===== src/common/bank_macros.svh =====
`ifndef BANK_MACROS_SVH
`define BANK_MACROS_SVH

// data array geometry
`define BANK_DATA_W      128
`define BANK_SET_WAY_W   6
`define BANK_ARRAY_DEPTH (1 << `BANK_SET_WAY_W)

// write buffer
`define BANK_WBUF_ID_W   8
`define BANK_WBUF_DEPTH  256

// crossbar response tags
`define BANK_ROB_W       3
`define BANK_CHAN_W      2

`endif


===== src/common/bus_pkg.sv =====
`include "bank_macros.svh"

package bus_pkg;

  // wishbone master cycle state
  typedef enum logic [0:0] {
    WB_IDLE = 1'b0,
    WB_BUSY = 1'b1
  } wb_state_e;

  // one evicted line, half1 in the upper bits
  typedef struct packed {
    logic [`BANK_DATA_W-1:0] half1;
    logic [`BANK_DATA_W-1:0] half0;
  } evict_data_t;

  // byte enables, one group per half
  typedef logic [2*`BANK_DATA_W/8-1:0] evict_strb_t;

endpackage


===== src/common/cache_pkg.sv =====
`include "bank_macros.svh"

package cache_pkg;

  // issue unit opcodes
  typedef enum logic [2:0] {
    OP_WRITE         = 3'd0,
    OP_READ          = 3'd1,
    OP_READ_LINEFILL = 3'd2,
    OP_WRITE_BACK    = 3'd3
  } cache_op_e;

  // state of one half-line as reported by the issuer
  typedef enum logic [1:0] {
    LS_EMPTY = 2'd0,
    LS_SYNC  = 2'd1,
    LS_DIRTY = 2'd2
  } line_state_e;

  // ----------------------------------------------------------
  // issue request fields
  // ----------------------------------------------------------
  typedef logic [`BANK_CHAN_W-1:0]    chan_t;
  typedef logic [`BANK_ROB_W-1:0]     rob_t;
  typedef logic [`BANK_SET_WAY_W-1:0] set_way_t;

  // set_way in the upper bits, half offset in bit 0
  typedef logic [`BANK_SET_WAY_W:0]   set_way_off_t;

  typedef logic [`BANK_WBUF_ID_W-1:0] wbuf_id_t;
  typedef logic [`BANK_DATA_W-1:0]    data_t;

endpackage


===== src/common/bank_if.sv =====


// ----------------------------------------------------------
// controller to wishbone eviction master
// ----------------------------------------------------------
interface evict_if;
  logic                  valid;
  logic                  ready;
  bus_pkg::evict_data_t  data;
  bus_pkg::evict_strb_t  strb;
  cache_pkg::set_way_t   set_way;

  // payload held until ready
  modport master (
    output valid, output data, output strb, output set_way,
    input  ready
  );
  modport slave (
    input  valid, input data, input strb, input set_way,
    output ready
  );
endinterface


===== src/hdl/wb_evict_master.sv =====
`timescale 1ns/1ps

module wb_evict_master (
  input  logic                 clk_i,
  input  logic                 rst_i,
  // eviction from the controller
  evict_if.slave               evict,
  // wishbone classic master
  output logic                 wb_cyc_o,
  output logic                 wb_stb_o,
  output logic                 wb_we_o,
  output cache_pkg::set_way_t  wb_adr_o,
  output bus_pkg::evict_data_t wb_dat_o,
  output bus_pkg::evict_strb_t wb_sel_o,
  input  logic                 wb_ack_i
);

  bus_pkg::wb_state_e   state_q;
  logic                 busy;
  logic                 launch;
  cache_pkg::set_way_t  adr_q;
  bus_pkg::evict_data_t dat_q;
  bus_pkg::evict_strb_t sel_q;

  assign busy   = state_q == bus_pkg::WB_BUSY;
  assign launch = (state_q == bus_pkg::WB_IDLE) & evict.valid;

  // ----------------------------------------------------------
  // cycle state
  // ----------------------------------------------------------
  always_ff @(posedge clk_i or posedge rst_i) begin
    if (rst_i) begin
      state_q <= bus_pkg::WB_IDLE;
    end else begin
      case (state_q)
        bus_pkg::WB_IDLE: begin
          if (evict.valid) begin
            state_q <= bus_pkg::WB_BUSY;
          end
        end
        bus_pkg::WB_BUSY: begin
          // one single write per eviction
          if (wb_ack_i) begin
            state_q <= bus_pkg::WB_IDLE;
          end
        end
        default: state_q <= bus_pkg::WB_IDLE;
      endcase
    end
  end

  // payload captured when the cycle starts
  always_ff @(posedge clk_i) begin
    if (launch) begin
      adr_q <= evict.set_way;
      dat_q <= evict.data;
      sel_q <= evict.strb;
    end
  end

  // ----------------------------------------------------------
  // bus outputs
  // ----------------------------------------------------------
  assign wb_cyc_o = busy;
  assign wb_stb_o = busy;
  assign wb_we_o  = busy;
  assign wb_adr_o = adr_q;
  assign wb_dat_o = dat_q;
  assign wb_sel_o = sel_q;

  // controller retires the write back on ack
  assign evict.ready = busy & wb_ack_i;

endmodule


===== src/flat_wrapper.sv =====
// flat-port wrapper written by rule: the top's interface ports become plain ports
module wb_evict_master_flat 
  (clk_i, rst_i, wb_cyc_o, wb_stb_o, wb_we_o, wb_adr_o, wb_dat_o, wb_sel_o, wb_ack_i, evict_valid, evict_data, evict_strb, evict_set_way, evict_ready);
  evict_if evict_i ();
  input  logic clk_i;
  input  logic rst_i;
  output logic wb_cyc_o;
  output logic wb_stb_o;
  output logic wb_we_o;
  output cache_pkg::set_way_t wb_adr_o;
  output bus_pkg::evict_data_t wb_dat_o;
  output bus_pkg::evict_strb_t wb_sel_o;
  input  logic wb_ack_i;
  input wire logic [$bits(evict_i.valid)-1:0] evict_valid;
  input wire logic [$bits(evict_i.data)-1:0] evict_data;
  input wire logic [$bits(evict_i.strb)-1:0] evict_strb;
  input wire logic [$bits(evict_i.set_way)-1:0] evict_set_way;
  output wire logic [$bits(evict_i.ready)-1:0] evict_ready;
  assign evict_i.valid = evict_valid;
  assign evict_i.data = evict_data;
  assign evict_i.strb = evict_strb;
  assign evict_i.set_way = evict_set_way;
  assign evict_ready = evict_i.ready;
  wb_evict_master u_core (.clk_i(clk_i), .rst_i(rst_i), .evict(evict_i), .wb_cyc_o(wb_cyc_o), .wb_stb_o(wb_stb_o), .wb_we_o(wb_we_o), .wb_adr_o(wb_adr_o), .wb_dat_o(wb_dat_o), .wb_sel_o(wb_sel_o), .wb_ack_i(wb_ack_i));
endmodule

===== config.mk =====
export PLATFORM = sky130hd
export DESIGN_NAME = wb_evict_master_flat
export DESIGN_NICKNAME = d
export VERILOG_FILES = /design/src/common/bus_pkg.sv /design/src/common/cache_pkg.sv /design/src/common/bank_if.sv /design/src/hdl/wb_evict_master.sv /design/src/flat_wrapper.sv
export VERILOG_INCLUDE_DIRS = /design/src /design/src/common
export SDC_FILE = /design/constraint.sdc
export NUM_CORES = 1
export LEC_CHECK = 0
export BUFFER_PORTS_ARGS = -buffer_cell sky130_fd_sc_hd__clkbuf_2
export CELL_PAD_IN_SITES_DETAIL_PLACEMENT = 1
export CELL_PAD_IN_SITES_GLOBAL_PLACEMENT = 1
export CORE_AREA = 2 2 231 233
export DETAILED_ROUTE_END_ITERATION = 12
export DIE_AREA = 0 0 233 235
export PLACE_DENSITY_LB_ADDON = 0.1
export SLEW_MARGIN = 0
export SYNTH_ARGS = -nofsm -noshare
export SYNTH_HDL_FRONTEND = slang
export SYNTH_SLANG_ARGS = --single-unit
export TNS_END_PERCENT = 1

===== constraint.sdc =====
create_clock -name clk_i -period 10.6 [get_ports clk_i]
set_input_delay 1.06 -clock clk_i [delete_from_list [all_inputs] [get_ports clk_i]]
set_output_delay 1.06 -clock clk_i [all_outputs]
set_load 0.005 [all_outputs]

# [Word level (Yosys, flattened, before mapping)]
# Cells that the tools add are included.
[word_totals] ff_bits=295 input_bits=298 out_inout_bits=298
[classes] muxes=3 bitwise_logic=3
[ops] cell="1-bit AND" count=2
[ops] cell="1-bit 2-to-1 mux" count=2
[ops] cell="1-bit one-hot mux with 2 select lines" count=1
[ops] cell="1-bit inverter" count=1

# [Logic depth before layout (Yosys ltp)]
[logic_depth] word_depth=2 mapped_depth=2

# [Worst setup path after synthesis]
# OpenSTA, ideal clock, no wires.
[synth_path] path_kind="input -> register" startpoint="input port evict_valid" endpoint="register u_core.adr_q[0], in the netlist u_core.wb_adr_o[0], enable pin" setup_time_ns=0.528 t_arrival_ns=4.509 t_required_ns=10.072 path_slack_ns=5.563 stages=1 path_buffers=0 path_cell_list="and2b_2"
[synth_between] elab_chain_cells=1
[synth_lines] element="start, declared" line_no="flat_wrapper.sv:14" source="input wire logic [$bits(evict_i.valid)-1:0] evict_valid;"
[synth_lines] element="1-bit AND" line_no="wb_evict_master.sv:26" source="assign launch = (state_q == bus_pkg::WB_IDLE) & evict.valid;"
[synth_lines] element="end signal, assigned" line_no="wb_evict_master.sv:55" source="adr_q <= evict.set_way;"
[synth_lines] element="end, declared" line_no="wb_evict_master.sv:21" source="cache_pkg::set_way_t adr_q;"
# Every way passes these cells.
# A chain may end at the register's enable or synchronous reset.

# [Worst setup path after layout]
[layout_path] startpoint="input port evict_valid" endpoint="register u_core.sel_q[19], in the netlist u_core.wb_sel_o[19], enable pin"
[layout_between] elab_chain_cells=1
[layout_lines] element="1-bit AND" line_no="wb_evict_master.sv:26"
[layout_lines] element="via u_core.launch" line_no="wb_evict_master.sv:20" source="logic launch;"
[layout_lines] element="end signal, assigned" line_no="wb_evict_master.sv:57" source="sel_q <= evict.strb;"
[layout_lines] element="end, declared" line_no="wb_evict_master.sv:23" source="bus_pkg::evict_strb_t sel_q;"
# The timed path passes the listed nets, and every way through them passes these cells.

==> out/metrics.yaml <==
drive_gt1_share_pct: 67.5
final_core_util_pct: 26.8
cts-root-buf: "clkbuf_16"
p_leak_nw: 5.87
rrSetupSlack_ns: 7.81
dr.pass1.iters: 4
cts_buffers: 38
finalCritPeriodShare_pct: 27.0
critPathRequiredTime_ns: 10.74
clk-insertion-delay-late_ns: 0.53
dp_hpwl_um: 24300
combPwrFrac_pct: 6.6
r2r_end: "u_core.wb_sel_o[19]$_DFFE_PP_"
power_mw: 2.90
clkSinkCount: 295
synth_cells: 302
design_area_mm2: 0.0140
cts_hold_buf: 0
ff2ff_path_depth: 2
dp_slack_ns: 7.17
grt.total_usage_pct: 11.0
portBuffers: 595
min_path_type: "input port to asynchronous set/reset pin"
cts_tree: "done"
start_util_pct: 17.0
tns_ns: 0
end_kind: "register"
h-tree-depth: 2
grt_max_degree: 158
finalHoldViolations: 0
nNetsFinal: 1235
wl_per_cell_um: 19.0
yosysSeqAreaShare_pct: 99.5
n_fill_cell: 5659
ys_ff_latch: 295
place_inst: 1585
grt_pass1_vias: 6040
syn-num-nets: 600
ant_nets: 0
status: "completed"
ioPinCount: 596
route.detailed.drc: 0
fmax_mhz: 349
final_cells: 1655
clk_path_buf_depth: 3
maxCapViolations: 0
yosysTopAreaCell: "edfxtp_1"
core_region_area_mm2: 0.0522
syn_to_final_growth_pct: 57.4
avgSynthCellArea_um2: 29.5
cp_max_fo: 80
die_x_um: 233
hold_ws_ns: 0.330
dpl_cell_area_mm2: 0.0128
cts_resized: 0
grt_overflow_total: 0
vias: 5615
cp.arrival_ns: 3.00
reg2reg_from: "u_core.wb_cyc_o$_DFF_PP0_"
dieArea_mm2: 0.0548
synth_cell_types: 8
tightestPinTransition_ns: 1.17
rows: 84
seqPwrFrac_pct: 48.4
synth_top_area_share_pct: 99.2
die_height_um: 235
internal_power_mw: 2.28
drt_wl_total_um: 31400
path_clk_slew_ns: 0.05
rsz0062_at_grt: "false"
vdd_drop_max_mv: 0.124
vias_per_cell: 3.39
power.density_mw_per_mm2: 207
report.final.setup_viol: 0
max_slew_margin_pct: 22.3
finalClockSkew_ns: 0.0148
gp_congestion: 0.766
slew_viol_final: 0
pwr-share-clk_pct: 45.0
p_switching_mw: 0.620
synth.area.top_cells: "edfxtp_1 (99%), dfrtp_1 (0.28%), buf_4 (0.17%)"
p_sw_share_pct: 21.4
synth_area_mm2: 0.00890
period_needed_ns: 2.86
cp-start-kind: "input port"
crit_type: "input port to register"
grt_pass1_wl_um: 42700
drtIter0Drc: 228
yosysWarnings: 0
worst_slack_ns: 7.74
cts_setup_buffers: 0
grt_antenna_before_repair: 5
worst max-delay path, cell delays in order:
cell,delay [ns]
clkbuf_2,0.10
and2b_4,0.75
buf_4,0.94
kinds of logic (layout without fill, tap and decap cells):
kind of cell	Yosys count	count (layout)	synth area share (%)
flops	295	295	99.5
buf+inv	3	667	0.211
other cells	0	1	0
simple gates	4	4	0.309
flip-flops by register name (all words and copies together), names as in the netlist:
name / count
u_core.wb_dat_o: 256
u_core.wb_sel_o: 32
u_core.wb_cyc_o: 1
u_core.wb_adr_o: 6
routing by layer:
metal	wire, µm	track usage, %	vias up
li1	-	-	2510
met1	10100	9.97	2748
met2	17300	21.1	303
met3	3270	5.10	50
met4	722	3.84	4
met5	19	0	-
worst max-delay path by stage:
| stage | cells after the start | slack, ns | to | from |
|---|---|---|---|---|
| global placement | 3 | 7.13 | u_core.wb_dat_o[109]$_DFFE_PP_ | evict_valid |
| CTS | 3 | 7.75 | u_core.wb_sel_o[1]$_DFFE_PP_ | evict_valid |
| finish | 3 | 7.74 | u_core.wb_sel_o[19]$_DFFE_PP_ | evict_valid |
| floorplan | 1 | 5.56 | u_core.wb_adr_o[0]$_DFFE_PP_ | evict_valid |
| detailed placement | 3 | 7.17 | u_core.wb_dat_o[109]$_DFFE_PP_ | evict_valid |
| global route | 3 | 7.60 | u_core.wb_dat_o[57]$_DFFE_PP_ | evict_valid |
cells in the final DEF (no fill, tap or decap):
cell	Yosys	routed
diode_2	0	1
clkbuf_2	0	595
nor2_2	1	1
buf_12	0	1
clkinv_2	0	4
clkbuf_8	0	2
dfrtp_1	1	1
and2_4	1	1
buf_4	2	1
clkinv_1	0	5
clkbuf_1	0	12
and2b_4	0	1
nor2_1	1	1
inv_6	0	1
clkbuf_16	0	39
edfxtp_1	294	294
clkinv_4	0	1
bufinv_16	0	5
inv_1	1	1
layout make-up:
cell class | instances | area, µm² | area share (%)
Clock buffer | 53 | 1050 | 7.48
Sequential cell | 295 | 8850 | 63.2
Antenna cell | 1 | 2.50 | 0.0179
Multi-Input combinational cell | 4 | 28.8 | 0.205
Clock inverter | 16 | 206 | 1.47
Inverter | 1 | 3.75 | 0.0268
Tap cell | 688 | 861 | 6.14
Timing Repair Buffer | 597 | 3010 | 21.5
synthesized netlist by cell type:
master    count
and2b_2       1
nor2_2        1
inv_1         1
dfrtp_1       1
and2_4        1
buf_4         2
edfxtp_1    294
nor2_1        1
power by group through the flow:
stage | logic, mW | registers (mW) | clock network, mW
2_1_floorplan | 0.0324 | 1.45 | 0
3_3_place_gp | 0.203 | 1.43 | 0
3_5_place_dp | 0.201 | 1.43 | 0
4_1_cts | 0.201 | 1.40 | 1.37
5_1_grt | 0.212 | 1.41 | 1.40
6_report | 0.192 | 1.40 | 1.31
(Power assumes the default switching activity.)
